==> config.mk <==
export PLATFORM = sky130hd
export DESIGN_NAME = azero_top
export DESIGN_NICKNAME = d
export VERILOG_FILES = /design/src/source/azero_pkg.sv /design/src/source/az_result_unit.sv /design/src/source/az_sequencer.sv /design/src/source/azero_top.sv /design/src/source/phase_timer.sv
export SDC_FILE = /design/constraint.sdc
export NUM_CORES = 1
export LEC_CHECK = 0
export BUFFER_PORTS_ARGS = -buffer_cell sky130_fd_sc_hd__buf_2
export CAP_MARGIN = 20
export CORE_UTILIZATION = 32
export CTS_CLUSTER_SIZE = 40
export DETAILED_ROUTE_END_ITERATION = 12
export HOLD_SLACK_MARGIN = 0.1
export SLEW_MARGIN = 20
export SYNTH_ARGS = -nofsm -noshare
export SYNTH_HDL_FRONTEND = slang
export SYNTH_HIERARCHICAL = 1
export SYNTH_SLANG_ARGS = --single-unit
==> constraint.sdc <==
create_clock -name clk -period 5.3 [get_ports clk]
set_input_delay 0.795 -clock clk [delete_from_list [all_inputs] [get_ports clk]]
set_output_delay 0.795 -clock clk [all_outputs]
set_load 0.03 [all_outputs]
==> src/source/azero_pkg.sv <==
/*
  shared widths, switch codes and packed structs for the auto-zero sequencer
  the configuration struct is expected to be held static while a run is active
  counts are unsigned ADC codes, the corrected diff is signed and one bit wider
*/

package azero_pkg;

  ////////////////////////////////////////////////////////////
  // widths

  // settle count per phase, in clk cycles
  localparam int COUNT_W = 24;
  // raw ADC conversion count
  localparam int ADC_W   = 24;
  // auto-zero mux select
  localparam int AZMUX_W = 4;
  // precharge switch control
  localparam int PC_W    = 2;
  // hi minus lo needs one extra bit for the sign
  localparam int DIFF_W  = ADC_W + 1;

  ////////////////////////////////////////////////////////////
  // switch codes

  // boot position, keeps the signal protected from az mux charge injection
  localparam logic [PC_W-1:0] SW_PC_BOOT = 2'b00;

  ////////////////////////////////////////////////////////////
  // structs

  // static configuration, 34 bits
  typedef struct packed {
    logic [COUNT_W-1:0] precharge_count;
    logic [AZMUX_W-1:0] azmux_hi;
    logic [AZMUX_W-1:0] azmux_lo;
    logic [PC_W-1:0]    pc_hi;
  } az_cfg_t;

  // switch drive towards the analog front end, 6 bits
  typedef struct packed {
    logic [AZMUX_W-1:0] azmux;
    logic [PC_W-1:0]    sw_pc;
  } az_switch_t;

  // one offset-corrected result, 73 bits
  typedef struct packed {
    logic [ADC_W-1:0]         hi_count;
    logic [ADC_W-1:0]         lo_count;
    logic signed [DIFF_W-1:0] diff;
  } az_result_t;

endpackage

==> src/source/az_result_unit.sv <==
/*
  pairs each HI conversion with the LO conversion that follows it
  result is overwritten on every completed pair, there is no back-pressure
  result_valid pulses one cycle after the LO capture strobe
  hi_phase follows the last capture, one cycle late
*/

`timescale 1ns/100ps

module az_result_unit (
  input  logic                       clk,
  input  logic                       reset_n,
  input  logic                       capture_hi_i,
  input  logic                       capture_lo_i,
  input  logic [azero_pkg::ADC_W-1:0] adc_count_i,
  output azero_pkg::az_result_t      result_o,
  output logic                       result_valid_o,
  output logic                       hi_phase_o
);

  import azero_pkg::*;

  // hi count waits here until its lo partner arrives
  logic [ADC_W-1:0]         hi_hold_q;
  az_result_t               result_q;
  logic                     result_valid_q;
  logic                     hi_phase_q;
  logic signed [DIFF_W-1:0] diff_d;

  // both counts are unsigned, zero extend before subtracting
  assign diff_d = $signed({1'b0, hi_hold_q}) - $signed({1'b0, adc_count_i});

  ////////////////////////////////////////////////////////////
  // payload, no reset needed

  always_ff @(posedge clk)
  begin
    if (capture_hi_i)
    begin
      hi_hold_q <= adc_count_i;
    end
    if (capture_lo_i)
    begin
      result_q.hi_count <= hi_hold_q;
      result_q.lo_count <= adc_count_i;
      result_q.diff     <= diff_d;
    end
  end

  ////////////////////////////////////////////////////////////
  // status and valid strobe

  always_ff @(posedge clk)
  begin
    if (!reset_n)
    begin
      result_valid_q <= 1'b0;
      hi_phase_q     <= 1'b0;
    end
    else
    begin
      // single cycle pulse per completed pair
      result_valid_q <= capture_lo_i;
      // status only moves after a conversion, so it stays stable during readout
      if (capture_hi_i)
        hi_phase_q <= 1'b1;
      else if (capture_lo_i)
        hi_phase_q <= 1'b0;
    end
  end

  assign result_o       = result_q;
  assign result_valid_o = result_valid_q;
  assign hi_phase_o     = hi_phase_q;

endmodule

==> src/source/az_sequencer.sv <==
/*
  auto-zero acquisition control, alternates HI and LO measurements forever
  every switch change is followed by a precharge_count settle via the timer
  the ADC is expected to hold valid high until its reset is driven low again
  adc reset rises precharge_count+2 cycles after the last switch change
*/

`timescale 1ns/100ps

module az_sequencer (
  input  logic                         clk,
  input  logic                         reset_n,
  input  azero_pkg::az_cfg_t           cfg_i,
  input  logic                         adc_valid_i,
  input  logic                         timer_done_i,
  output logic                         timer_load_o,
  output logic [azero_pkg::COUNT_W-1:0] timer_count_o,
  output azero_pkg::az_switch_t        switch_o,
  output logic                         adc_reset_n_o,
  output logic                         capture_hi_o,
  output logic                         capture_lo_o
);

  import azero_pkg::*;

  // one step state per switch change, each followed by its settle wait
  typedef enum logic [3:0] {
    ST_BOOT_STEP,
    ST_BOOT_WAIT,
    ST_HI_MUX_STEP,
    ST_HI_MUX_WAIT,
    ST_HI_PC_STEP,
    ST_HI_PC_WAIT,
    ST_HI_MEAS,
    ST_LO_PC_STEP,
    ST_LO_PC_WAIT,
    ST_LO_MUX_STEP,
    ST_LO_MUX_WAIT,
    ST_LO_MEAS
  } seq_state_t;

  seq_state_t  state_q;
  az_switch_t  switch_q;
  logic        adc_reset_n_q;

  ////////////////////////////////////////////////////////////
  // state register and switch drive
  // switches are updated on entry to a step state, so the settle
  // count starts in the same cycle as the new switch position

  always_ff @(posedge clk)
  begin
    if (!reset_n)
    begin
      state_q        <= ST_BOOT_STEP;
      // protect position, mux parked on lo
      switch_q.sw_pc <= SW_PC_BOOT;
      switch_q.azmux <= cfg_i.azmux_lo;
      adc_reset_n_q  <= 1'b0;
    end
    else
    begin
      case (state_q)
        ST_BOOT_STEP:
          state_q <= ST_BOOT_WAIT;
        ST_BOOT_WAIT:
          if (timer_done_i)
          begin
            state_q        <= ST_HI_MUX_STEP;
            switch_q.azmux <= cfg_i.azmux_hi;
          end
        // hi precharge, signal still behind the boot switch
        ST_HI_MUX_STEP:
          state_q <= ST_HI_MUX_WAIT;
        ST_HI_MUX_WAIT:
          if (timer_done_i)
          begin
            state_q        <= ST_HI_PC_STEP;
            switch_q.sw_pc <= cfg_i.pc_hi;
          end
        // short settle for the sig/boot offset before converting
        ST_HI_PC_STEP:
          state_q <= ST_HI_PC_WAIT;
        ST_HI_PC_WAIT:
          if (timer_done_i)
          begin
            state_q       <= ST_HI_MEAS;
            // release the adc
            adc_reset_n_q <= 1'b1;
          end
        ST_HI_MEAS:
          if (adc_valid_i)
          begin
            state_q        <= ST_LO_PC_STEP;
            adc_reset_n_q  <= 1'b0;
            // back to protect before the mux moves
            switch_q.sw_pc <= SW_PC_BOOT;
          end
        ST_LO_PC_STEP:
          state_q <= ST_LO_PC_WAIT;
        ST_LO_PC_WAIT:
          if (timer_done_i)
          begin
            state_q        <= ST_LO_MUX_STEP;
            switch_q.azmux <= cfg_i.azmux_lo;
          end
        ST_LO_MUX_STEP:
          state_q <= ST_LO_MUX_WAIT;
        ST_LO_MUX_WAIT:
          if (timer_done_i)
          begin
            state_q       <= ST_LO_MEAS;
            adc_reset_n_q <= 1'b1;
          end
        ST_LO_MEAS:
          if (adc_valid_i)
          begin
            // pair complete, restart at the hi precharge
            state_q        <= ST_HI_MUX_STEP;
            adc_reset_n_q  <= 1'b0;
            switch_q.azmux <= cfg_i.azmux_hi;
          end
        default:
          state_q <= ST_BOOT_STEP;
      endcase
    end
  end

  ////////////////////////////////////////////////////////////
  // timer control and capture strobes

  // every step state starts a fresh settle phase
  assign timer_load_o = (state_q == ST_BOOT_STEP)   || (state_q == ST_HI_MUX_STEP) ||
                        (state_q == ST_HI_PC_STEP)  || (state_q == ST_LO_PC_STEP)  ||
                        (state_q == ST_LO_MUX_STEP);
  assign timer_count_o = cfg_i.precharge_count;

  // one cycle wide, the state moves on in the same cycle
  assign capture_hi_o = (state_q == ST_HI_MEAS) && adc_valid_i;
  assign capture_lo_o = (state_q == ST_LO_MEAS) && adc_valid_i;

  assign switch_o      = switch_q;
  assign adc_reset_n_o = adc_reset_n_q;

endmodule

==> src/source/azero_top.sv <==
/*
  auto-zero acquisition top level
  cfg_i must stay constant while the sequencer runs
  adc_valid_i is a level, held by the ADC until adc_reset_n_o falls
*/

`timescale 1ns/100ps

module azero_top (
  input  logic                       clk,
  input  logic                       reset_n,
  input  azero_pkg::az_cfg_t         cfg_i,
  input  logic                       adc_valid_i,
  input  logic [azero_pkg::ADC_W-1:0] adc_count_i,
  output azero_pkg::az_switch_t      switch_o,
  output logic                       adc_reset_n_o,
  output logic                       hi_phase_o,
  output azero_pkg::az_result_t      result_o,
  output logic                       result_valid_o
);

  import azero_pkg::*;

  // sequencer to timer
  logic               timer_load;
  logic [COUNT_W-1:0] timer_count;
  logic               timer_done;
  // sequencer to result unit
  logic               capture_hi;
  logic               capture_lo;

  az_sequencer i_seq (
    .clk           (clk),
    .reset_n       (reset_n),
    .cfg_i         (cfg_i),
    .adc_valid_i   (adc_valid_i),
    .timer_done_i  (timer_done),
    .timer_load_o  (timer_load),
    .timer_count_o (timer_count),
    .switch_o      (switch_o),
    .adc_reset_n_o (adc_reset_n_o),
    .capture_hi_o  (capture_hi),
    .capture_lo_o  (capture_lo)
  );

  phase_timer i_timer (
    .clk     (clk),
    .reset_n (reset_n),
    .load_i  (timer_load),
    .count_i (timer_count),
    .done_o  (timer_done)
  );

  az_result_unit i_result (
    .clk            (clk),
    .reset_n        (reset_n),
    .capture_hi_i   (capture_hi),
    .capture_lo_i   (capture_lo),
    .adc_count_i    (adc_count_i),
    .result_o       (result_o),
    .result_valid_o (result_valid_o),
    .hi_phase_o     (hi_phase_o)
  );

endmodule

==> src/source/phase_timer.sv <==
/*
  count-down timer for the settle phases
  a load with N gives done N+1 cycles after the load cycle
  done is held low in any cycle that has load high
*/

`timescale 1ns/100ps

module phase_timer (
  input  logic                         clk,
  input  logic                         reset_n,
  input  logic                         load_i,
  input  logic [azero_pkg::COUNT_W-1:0] count_i,
  output logic                         done_o
);

  import azero_pkg::*;

  // remaining settle cycles, zero when idle
  logic [COUNT_W-1:0] count_q;

  always_ff @(posedge clk)
  begin
    if (!reset_n)
    begin
      count_q <= '0;
    end
    else if (load_i)
    begin
      // a new phase starts, take the full count
      count_q <= count_i;
    end
    else if (count_q != '0)
    begin
      count_q <= count_q - 1'b1;
    end
  end

  // expired only if no new phase is being loaded this cycle
  assign done_o = (count_q == '0) && !load_i;

endmodule

# Yosys cells after proc, flatten, opt, wreduce, memory -nomap -nowiden
# Index checks and enable logic that the tools add are counted.
[word_totals]
ff_bits = 134
inputBits = 61
elab_cells = 81
output_inout_bits = 82
[op_classes]
n_addsub = 2
n_mux = 23
n_eq_ne = 24
n_reduce_logical = 21
[op_table]
columns = ["op", "count"]
rows = [
  ["24-bit two-way mux", 2],
  ["4-bit one-hot mux with 12 select lines", 1],
  ["4-bit two-way mux", 10],
  ["24-bit by 24-bit subtractor with 25-bit output", 1],
  ["24-bit zero test", 1],
  ["24-bit nonzero test", 1],
  ["24-bit by 1-bit subtractor with 24-bit output, second input constant", 1],
  ["4-bit by 3-bit equality test with 1-bit output, second input constant", 4],
  ["4-bit equality test, second input constant", 4],
  ["2-bit by 1-bit inequality test with 1-bit output, second input constant", 7],
  ["4-bit one-hot mux with 3 select lines", 1],
  ["4-bit by 2-bit equality test with 1-bit output, second input constant", 2],
  ["2-bit nonzero test", 4],
  ["7-bit AND reduction", 1],
  ["6-bit two-way mux", 1],
  ["3-bit by 2-bit inequality test with 1-bit output, second input constant", 2],
  ["3-bit AND reduction", 2],
  ["4-bit by 1-bit equality test with 1-bit output, second input constant", 1],
  ["4-bit zero test", 1],
  ["1-bit logical OR", 4],
  ["1-bit two-way mux", 4],
  ["2-bit two-way mux", 2],
  ["2-bit inequality test, second input constant", 2],
  ["4-bit by 1-bit inequality test with 1-bit output, second input constant", 1],
  ["7 further kinds", 10],
]

# Longest topological paths before layout
# Gate-level depths: netlist of the first run.
[logic_depth]
word_depth = 10
mapped_depth = 13
depth_no_buf = 10

# By module
# The synthesis of the first run kept the hierarchy.
[modules_own_cells]
columns = ["mod", "instances", "seq_area_each_um2", "cells_each", "area_per_inst_um2"]
rows = [
  ["az_result_unit", 1, 2952.8, 309, 4335.4],
  ["phase_timer", 1, 480.5, 182, 1507.7],
  ["az_sequencer", 1, 260.2, 99, 889.6],
]

# Worst setup path after synthesis of the first run
# OpenSTA, ideal clock, no wires.
[synth_timing]
path_kind = "input-to-reg"
from = "input port adc_valid_i"
to = "register i_seq.switch_q (netlist bit i_seq/switch_o[2]), enable pin"
setup_slack_ns = 2.068
t_arrival_ns = 2.919
path_buffers = 0
t_required_ns = 4.987
cell_stages = 2
setup_time_ns = 0.313
cell_sequence = "and3_1 nand3b_1"
[synth_between]
elab_chain_cells = 2
[synth_rtl]
columns = ["item", "line_no", "rtl"]
rows = [
  ["start, declared", "azero_top.sv:13", "input logic adc_valid_i,"],
  ["3-bit inequality test (no source line)", "n/a", ""],
  ["4-bit AND reduction (no source line)", "n/a", ""],
  ["end, declared", "az_sequencer.sv:43", "az_switch_t switch_q;"],
]
# Every way passes these cells.
# A chain may end at the register's enable or synchronous reset.

# Final worst setup path of the first run
[layout_timing]
from = "register i_seq.state_q[2]"
to = "register i_seq.switch_q (netlist bit i_seq/switch_o[4]), enable pin"
[layout_between]
elab_chain_cells = 9
elab_cells_between_ends = 19
classes_between = "eq/ne: 11; reduce/logical: 8"
[layout_rtl]
columns = ["item", "line_no", "rtl"]
rows = [
  ["start, declared", "az_sequencer.sv:42", "seq_state_t state_q;"],
  ["start signal, assigned", "az_sequencer.sv:55", "state_q <= ST_BOOT_STEP;"],
  ["start signal, assigned", "az_sequencer.sv:65", "state_q <= ST_BOOT_WAIT;"],
  ["start signal, assigned", "az_sequencer.sv:69", "state_q <= ST_HI_MUX_STEP;"],
  ["4-bit by 2-bit equality test with 1-bit output or 4-bit zero test (tied branches)", "az_sequencer.sv:133", "assign timer_load_o = (state_q == ST_BOOT_STEP) || (state_q == ST_HI_MUX_STEP) ||"],
  ["1-bit logical OR (2 in series)", "az_sequencer.sv:133", ""],
  ["1-bit logical OR", "az_sequencer.sv:134", "(state_q == ST_HI_PC_STEP) || (state_q == ST_LO_PC_STEP) ||"],
  ["1-bit logical OR *", "az_sequencer.sv:134", ""],
  ["named net timer_load", "azero_top.sv:25", "logic timer_load;"],
  ["1-bit zero test *", "phase_timer.sv:40", "assign done_o = (count_q == '0) && !load_i;"],
  ["1-bit logical AND *", "phase_timer.sv:40", ""],
  ["named net timer_done", "azero_top.sv:27", "logic timer_done;"],
  ["3-bit by 2-bit inequality test with 1-bit output (no source line)", "n/a", ""],
  ["4-bit AND reduction (no source line) *", "n/a", ""],
]
# The timed path passes the listed nets; every way through them passes the cells marked *.

==> reports/metrics.cfg, run 1 <==
[outcome]
outcome=finished, final reports clean

[grt]
grt_first_pass_wirelength_mm=23.6
grt_antenna_before_repair=2
grt_overflow_total=0
grt_pass1_vias=4683
grt_usage_pct=13.9
grt_max_degree=77

[detailed_routing]
drt_iter0_drc=248
wl_per_cell_um=14.9
vias_per_cell=4.85
drcViolationCount=0
num_vias=4811
first_pass_iters=4
antenna_left=0
routed_wl_mm=14.7

[final_layout]
final_util_pct=39.8
final_cell_area_um2=8140
syn2layout_area_growth_pct=20.9
drive_above_1_share_pct=27.1
nNetsFinal=795

[logic_synthesis]
synth_compound_area_share_pct=15.2
synth-seq-cells=134
synth_top_family_by_area=compound AO/OA/AOI/OAI gates
avgSynthCellArea_um2=11.4
synth_enable_flop_cells=101
synthArstFlopShare_pct=0
synth.area.mux_share_pct=1.12
synth-main-ff-cell=edfxtp_1
syn_nets=678
synth_xor_area_share_pct=3.77
synth-simple-area-share_pct=13.4
seq_area_frac_synth_pct=54.9
syn_area_um2=6730
synthAdderAreaFrac_pct=5.13
ys_types=73
yosys_warnings=6
synthCells=590

[power_and_ir_drop]
p_leak_nw=3.18
power_density_nw_per_um2=323
ir_worst_vdd_uv=204

[clocking]
clock_latency_ns=0.42
cts_tree=done
cts.sinks=134
hold_buffers=0
cts-root-buf=clkbuf_16
post-cts-setup-buffer-count=0
cts.htree.levels=4
cts_buffers=17
clockBufferDepth=2
cts.reportedPaths.clkPinSlew_ns=0.06
ctsResizeCount=0

[worst_setup_path]
critPathBufInv=2
path_class=reg2reg
end_kind=flop
path_cells=and3b_1 > nor2_1 > o21ai_1 > buf_4 > nor3b_1 > nand3_1 > or2_1 > inv_1 > or4b_1 > nand3b_1
slowest_stage=dfxtp_1
cpLargestDelayFamily=simple AND/OR/NAND/NOR gates
worstPathMaxFanout=25
slowest_delay_ns=0.62
critPathArrivalTime_ns=3.58
worst-endpoint-required_ns=5.41
start_kind=flop

[sta]
setup_violations=0
timing.fmax_ghz=0.288
period_needed_ns=3.47
worstMarginPinSlew_ns=1.10
rsz0062_at_grt=no
fin_crit_sh_pct=65.5
setup-tns-final_ns=0
finClkSkew_ns=0.00795
hold_viol=0
holdWs_ns=0.456
drv_slew=0
relSlewSlack_pct=25.9

[job]
max_cap_viol_count=0

[floorplanning]
core-area_um2=20400
ios=143
die_y_um=147
die_area_um2=21600
die_width_um=147
std_cell_rows=52
start_util_pct=33.0

[placed_design]
gp_congestion=0.801
dpl.hpwl_mm=10.4
dpl_cell_area_um2=7520
port_buffers=142

[min_path]
hp-class=reg2reg

==> worst reg2reg max path: cells and delay by family (launching register included) <==
family | cells | cell delay, ns
flip-flops | 1 | 0.62
AND/OR/NAND/NOR | 7 | 2.02
buffers and inverters | 2 | 0.46
AO/OA/AOI/OAI | 1 | 0.07
==> registers in the layout (all words and copies together) (netlist names) <==
| register | cells |
|---|---|
| i_timer/count_q | 24 |
| i_seq/switch_o | 6 |
| i_result/hi_hold_q | 24 |
| i_result/result_o | 73 |
| i_result/hi_phase_o | 1 |
| i_seq/adc_reset_n_o | 1 |
| i_seq/state_q | 4 |
| i_result/result_valid_o | 1 |
==> cell families after synthesis <==
logic type / Yosys count
xor gates and xnor gates: 29
muxes: 7
AOI/OAI and AO/OA: 147
DFF: 134
and+or+nand+nor: 159
adders and majority gates: 27
buffers and inverters: 87
==> through the flow <==
step | power, mW | setup slack, ns | instances
3_5_place_dp | 1.41 | 1.86 | 958
4_1_cts | 2.66 | 1.83 | 990
3_3_place_gp | 1.41 | 1.94 | 958
5_1_grt | 2.73 | 1.51 | 990
2_1_floorplan | 1.35 | 2.07 | 590
6_report | 2.63 | 1.83 | 991
==> cell usage after synthesis, types with 6 or more instances <==
cell type	number	share of area, %
o21a_1	9	1.0
xnor2_1	18	2.3
a21oi_1	35	2.6
nand3_1	11	0.82
nand2_1	28	1.6
nor2_1	38	2.1
nor3_1	11	0.82
nor2b_1	6	0.56
nand4_1	8	0.74
dfxtp_1	33	9.8
edfxtp_1	101	45
clkbuf_1	13	0.72
buf_4	26	2.9
nand3b_1	7	0.78
ha_1	26	4.8
buf_2	6	0.45
o21ai_0	25	1.9
xor2_1	11	1.4
a31oi_1	7	0.65
a21o_1	8	0.89
o221ai_1	6	0.78
or3_1	7	0.65
a211oi_1	9	1.0
inv_1	40	2.2
==> where the power goes <==
part           leakage (nW)  internal (mW)  switching (mW)
Clock                 0.303          0.756           0.484
Combinational          1.70         0.0957           0.122
Sequential             1.18           1.14          0.0246
Total                  3.18           2.00           0.631
==> path summary, 6_finish.rpt <==
kind / depth (start not counted) / start / slack (ns) / to
worst max-delay path: 10 / i_seq/state_q[2] / 1.83 / i_seq/switch_o[4]
worst min-delay path: 0 / i_result/hi_hold_q[0] / 0.46 / i_result/result_o[49]
worst max register to register: 10 / i_seq/state_q[2] / 1.83 / i_seq/switch_o[4]
worst min register to register: 0 / i_result/hi_hold_q[0] / 0.46 / i_result/result_o[49]
==> cell usage in the layout (no fill, tap or decap), drive strengths merged, types with 8 or more instances in the layout <==
master / Yosys / final
a211oi: 10 / 10
a21o: 8 / 8
a21oi: 35 / 35
buf: 33 / 144
clkbuf: 13 / 18
dfxtp: 33 / 33
edfxtp: 101 / 101
ha: 26 / 26
inv: 41 / 49
nand2: 28 / 28
nand3: 13 / 13
nand4: 8 / 8
nor2: 38 / 38
nor3: 11 / 11
nor4: 8 / 8
o21a: 9 / 9
o21ai: 26 / 26
xnor2: 18 / 18
xor2: 11 / 11
==> per-layer routing <==
| layer | vias up | share of wire [%] | wire length (um) | global-route usage [%] |
|---|---|---|---|---|
| li1 | 2429 | - | - | - |
| met1 | 2215 | 45 | 6670 | 17.5 |
| met2 | 145 | 47 | 6990 | 22.6 |
| met3 | 20 | 5.5 | 809 | 4.07 |
| met4 | 2 | 1.8 | 265 | 5.00 |
| met5 | - | 0.088 | 13 | 0 |
==> cell type report <==
| type | count | area (um2) |
|---|---|---|
| fill | 1978 | 12300 |
| tap | 270 | 338 |
| multi-input combinational | 369 | 2610 |
| antenna | 1 | 2.50 |
| sequential | 134 | 3690 |
| inverter | 41 | 154 |
| timing repair buffer | 144 | 726 |
| clock buffer | 18 | 429 |
| clock inverter | 14 | 189 |
(Power assumes the default switching activity.)
==> run 2: changes to the inputs <==
clock period = 3 ns   (was 5.3 ns; I/O delays follow)
==> run 2 against run 1 <==
  * Utilization rose by 0.40 points
  * Clock power rose by 73%
  * Sequential power rose by 76%
  * Sequential share of layout area fell by 0.45 points
  * Critical path depth fell by 1
  * Routed wire length barely moved
  * Clock skew barely moved
==> reports/metrics.cfg, run 2 (synthesized netlist as in run 1, its figures left out) <==
[final_layout]
largest_reg_flops=73  ; unchanged
nNetsFinal=806  ; +1.4%
fillers=2001  ; +1.2%
instances_no_fill=1002  ; +1.1%
layout_common_cells=buf_2, edfxtp_1, inv_1
syn2layout_area_growth_pct=22.1
drive_above_1_share_pct=28.0  ; +0.96 points
final_common_cell=buf_2

[outcome]
outcome=finished, final reports clean

[grt]
grt_overflow_total=0  ; unchanged
grt_usage_pct=13.9  ; about the same
grt_first_pass_wirelength_mm=23.6  ; -0.23%
grt_max_degree=53  ; -31%
grt_pass1_vias=4580  ; -2.2%
grt_antenna_before_repair=2  ; unchanged

[detailed_routing]
routed_wl_mm=14.8  ; about the same
drt_iter0_drc=271  ; +9.3%
vias_per_cell=4.85  ; about the same
wl_per_cell_um=14.7  ; -1.0%
antenna_left=0  ; unchanged
drcViolationCount=0  ; unchanged
first_pass_iters=4  ; unchanged
num_vias=4864  ; +1.1%

[worst_setup_path]
r2r_end=i_seq/switch_o[4]
worstPathMaxFanout=13  ; -48%
startpoint=i_seq/state_q[3]
worst-endpoint-required_ns=3.11  ; -2.30 ns
critPathArrivalTime_ns=2.82  ; -0.76 ns
reg2reg_setup_slack_ns=0.29  ; -1.54 ns
end_kind=flop
path_class=reg2reg
start_kind=flop
r2r.worst_path.cells=9  ; -1
reg2reg_from=i_seq/state_q[3]

[clocking]
clockBufferDepth=2  ; unchanged
cts_tree=done
clock_latency_ns=0.42  ; about the same
hold_buffers=0  ; unchanged
cts.htree.levels=4  ; unchanged
cts.sinks=134  ; unchanged
post-cts-setup-buffer-count=0  ; unchanged
cts.reportedPaths.clkPinSlew_ns=0.06  ; about the same
ctsResizeCount=0  ; unchanged
cts-root-buf=clkbuf_16
cts_buffers=17  ; unchanged

[sta]
period_needed_ns=2.71  ; -0.758 ns
relSlewSlack_pct=61.3  ; +35 points
timing.fmax_ghz=0.369  ; +28%
setup-tns-final_ns=0  ; unchanged
worstMarginPinSlew_ns=0.580  ; -0.524 ns
hold_viol=0  ; unchanged
fin_crit_sh_pct=90.4  ; +25 points
drv_slew=0  ; unchanged
finClkSkew_ns=0.00826  ; +0.000301 ns
holdWs_ns=0.234  ; -0.222 ns
setup_violations=0  ; unchanged
rsz0062_at_grt=no

[power_and_ir_drop]
p_leak_nw=3.23  ; +1.3%
ir_worst_vdd_uv=351  ; +72%
power_density_nw_per_um2=560  ; +73%

[floorplanning]
die_area_um2=21600  ; unchanged
ios=143  ; unchanged
start_util_pct=33.0  ; unchanged
die_y_um=147  ; unchanged
die_width_um=147  ; unchanged
core-area_um2=20400  ; unchanged
std_cell_rows=52  ; unchanged

[job]
max_cap_viol_count=0  ; unchanged

[min_path]
holdPathEnd=i_result/result_o[41]
min_from=adc_count_i[16]
hp-class=in2reg
whs_path_depth=1  ; +1

[placed_design]
dpl.hpwl_mm=10.7  ; +2.5%
port_buffers=142  ; unchanged
place_inst=969  ; +1.1%
gp_congestion=0.824  ; +2.9%

==> run 2: how the worst max path moves through the flow <==
| stage | slack, ns | end |
|---|---|---|
| global route | 0.05 | i_seq/switch_o[4] |
| detailed placement | 0.21 | i_result/result_o[22] |
| global placement | 0.25 | i_result/result_o[22] |
| floorplan | 0.13 | i_seq/switch_o[2] |
| finish | 0.29 | i_seq/switch_o[4] |
| CTS | 0.29 | i_seq/switch_o[4] |
==> run 2: area by class of cell <==
cell class                 instances  area (um2)  share of cell area, %
tap                              270         338                   4.11
inverter                          41         154                   1.87
timing repair buffer             155         821                   9.98
sequential                       134        3690                   44.9
clock buffer                      18         429                   5.22
antenna                            1        2.50                 0.0304
clock inverter                    14         175                   2.13
multi-input combinational        369        2610                   31.7
==> run 2: power breakdown <==
group | total [mW] | internal (mW) | switching (mW)
registers | 2.06 | 2.02 | 0.0390
logic | 0.397 | 0.179 | 0.219
clock network | 2.14 | 1.31 | 0.830
total | 4.60 | 3.52 | 1.09
==> run 2: layer usage <==
| metal | vias up | share of wire [%] | wire length [um] | track usage, % |
|---|---|---|---|---|
| met2 | 143 | 46 | 6760 | 22.2 |
| met4 | 2 | 1.9 | 285 | 5.77 |
| met3 | 30 | 5.4 | 793 | 3.42 |
| met1 | 2230 | 47 | 6910 | 18.0 |
| met5 | - | 0.088 | 13 | 0 |
| li1 | 2459 | - | - | - |
==> run 2: stage by stage <==
stage / area (um2) / power, mW / setup WS (ns) / utilization (%)
final: 8220 / 4.60 / 0.288 / 40.2
after floorplan: 6730 / 2.39 / 0.130 / -
after CTS: 8220 / 4.66 / 0.288 / 40.2
after global routing: 8220 / 4.78 / 0.0472 / 40.2
after detailed placement: 7610 / 2.50 / 0.208 / 37.3
after global placement: 7610 / 2.50 / 0.252 / 37.3
==> run 2: critical path, stage by stage (launching register included) <==
cell and delay (ns):
dfxtp_1 0.59, inv_2 0.14, o21ai_0 0.10, o21ai_1 0.11, nor3b_1 0.19, nand3_1 0.11
or2_1 0.29, inv_1 0.22, or4b_1 0.46, nand3b_1 0.20
==> run 3: changes to the inputs <==
CORE_ASPECT_RATIO = 0.8   (was default)
SKIP_LAST_GASP = 1   (was default)
==> run 3 against run 2 <==
  * Combinational power increased by 1%
  * Register-to-register slack improved by 0.09 ns
  * Sequential power about the same
==> reports/metrics.cfg, run 3 (synthesized netlist as in run 1, its figures left out) <==
[detailed_routing]
wl_met2_mm=7.07  ; +4.6%
routed.top_layer=met4
vias_per_cell=4.93  ; +1.5%
routed_wl_mm=15.4  ; +4.5%
first_pass_iters=5  ; +1
antenna_left=0  ; unchanged
wl_per_cell_um=15.4  ; +4.5%
num_vias=4936  ; +1.5%
drt_iter0_drc=323  ; +19%
wl_met1_mm=7.12  ; +3.0%
met3_length_mm=1.07  ; +35%
drcViolationCount=0  ; unchanged

[floorplanning]
die_area_um2=21600  ; about the same
start_util_pct=32.6  ; -0.34 points
ios=143  ; unchanged
die_width_um=164  ; +12%
die_y_um=132  ; -10%
core-area_um2=20600  ; +1.0%
std_cell_rows=47  ; -9.6%

[sta]
fin_crit_sh_pct=87.4  ; -3.0 points
relSlewSlack_pct=60.9  ; -0.41 points
finClkSkew_ns=0.0161  ; +0.00789 ns
rsz0062_at_grt=no
timing.fmax_ghz=0.381  ; +3.4%
holdWs_ns=0.222  ; -0.0123 ns
setup_violations=0  ; unchanged
period_needed_ns=2.62  ; -0.0890 ns
setup-tns-final_ns=0  ; unchanged
hold_viol=0  ; unchanged
drv_slew=0  ; unchanged
worstMarginPinSlew_ns=0.582  ; +0.00192 ns

[worst_setup_path]
worstPathMaxFanout=13  ; unchanged
critPathArrivalTime_ns=2.74  ; -0.08 ns
start_kind=flop
end_kind=flop
worst-endpoint-required_ns=3.12  ; about the same
path_class=reg2reg

[final_layout]
final_common_cell=buf_2
nNetsFinal=807  ; +0.12%
layout_common_cells=buf_2, edfxtp_1, inv_1
syn2layout_area_growth_pct=22.2  ; about the same
regArea_um2=3690  ; unchanged
fillers=1993  ; -0.40%
drive_above_1_share_pct=28.0  ; -0.038 points
largest_reg_flops=73  ; unchanged
multi_input_area_um2=2610  ; unchanged

[clocking]
cts-root-buf=clkbuf_16
cts.sinks=134  ; unchanged
ctsResizeCount=0  ; unchanged
cts.reportedPaths.clkPinSlew_ns=0.06  ; about the same
cts_tree=done
hold_buffers=0  ; unchanged
post-cts-setup-buffer-count=0  ; unchanged
cts.htree.levels=4  ; unchanged
clockBufferDepth=2  ; unchanged
clock_latency_ns=0.43  ; about the same
cts_buffers=17  ; unchanged

[grt]
grt_usage_pct=14.6  ; +0.66 points
grt_pass1_vias=4721  ; +3.1%
grt_first_pass_wirelength_mm=24.4  ; +3.7%
grt_max_degree=56  ; +5.7%
grt_antenna_before_repair=1  ; -1
grt_overflow_total=0  ; unchanged

[min_path]
hp-class=in2reg

[power_and_ir_drop]
p_seq_share_pct=44.6  ; -0.2 points
ir_worst_vdd_uv=266  ; -24%
power_density_nw_per_um2=563  ; +0.50%
power.net_switching_mw=1.11  ; +2.0%
netSwitchingFraction_pct=24.0  ; +0.33 points
p_int_mw=3.52  ; +0.13%
clock_power_share_pct=46.8  ; +0.2 points
p_leak_nw=3.22  ; about the same
pwr-share-comb_pct=8.7  ; about the same

[placed_design]
dpl.hpwl_mm=11.0  ; +3.0%
gp_congestion=0.826  ; +0.21%
port_buffers=142  ; unchanged

[job]
max_cap_viol_count=0  ; unchanged

[outcome]
outcome=finished, final reports clean

run 3: changes by cell type in the layout (fill, tap and decap cells not counted), sizes merged:
| cell | delta |
|---|---|
| clkinv | -5 |
| clkinvlp | +2 |
| inv | +2 |
| buf | +1 |
| clkbuf | +1 |
run 3: power groups by stage:
stage | sequential (mW) | combinational [mW] | clock (mW)
after global routing | 2.07 | 0.448 | 2.28
after CTS | 2.06 | 0.403 | 2.22
after floorplan | 2.10 | 0.292 | 0
after global placement | 2.10 | 0.397 | 0
after detailed placement | 2.10 | 0.400 | 0
final | 2.06 | 0.402 | 2.16
run 3: worst paths after layout:
check | start | slack, ns | cells past startpoint | end
hold reg to reg | i_result/hi_hold_q[5] | 0.45 | 0 | i_result/result_o[54]
setup reg to reg | i_seq/state_q[3] | 0.38 | 9 | i_seq/switch_o[4]
hold / removal | adc_count_i[15] | 0.22 | 1 | i_result/hi_hold_q[15]
setup / recovery | i_seq/state_q[3] | 0.38 | 9 | i_seq/switch_o[4]
run 3: routing by layer:
metal | global-route usage (%) | vias to the layer above
met2 | 22.4 | 144
met4 | 4.53 | 0
li1 | - | 2461
met3 | 4.47 | 18
met1 | 19.6 | 2313
met5 | 0 | -
run 3: critical path, cell delays in order, from the launching register on:
cell      delay [ns]
dfxtp_1         0.60
inv_2           0.14
o21ai_0         0.11
o21ai_1         0.10
nor3b_1         0.20
nand3_1         0.12
or2_1           0.30
inv_1           0.09
or4b_1          0.43
nand3b_1        0.21
run 3: metrics by stage:
| step | power (mW) | utilization [%] | instances | setup WS, ns | instance area (um2) |
|---|---|---|---|---|---|
| final | 4.63 | 39.8 | 1002 | 0.377 | 8230 |
| after global placement | 2.50 | 36.9 | 969 | 0.272 | 7620 |
| after global routing | 4.80 | 39.8 | 1001 | 0.0907 | 8220 |
| after detailed placement | 2.50 | 36.9 | 969 | 0.221 | 7620 |
| after floorplan | 2.39 | - | 590 | 0.130 | 6730 |
| after CTS | 4.68 | 39.8 | 1001 | 0.370 | 8220 |
run 3: cell type report:
type                            count  share of cell area (%)
Antenna cell                        1                  0.0304
Timing Repair Buffer              156                    10.1
Multi-Input combinational cell    369                    31.7
Tap cell                          269                    4.09
Sequential cell                   134                    44.9
Clock inverter                     13                    2.07
Clock buffer                       19                    5.26
Inverter                           41                    1.87
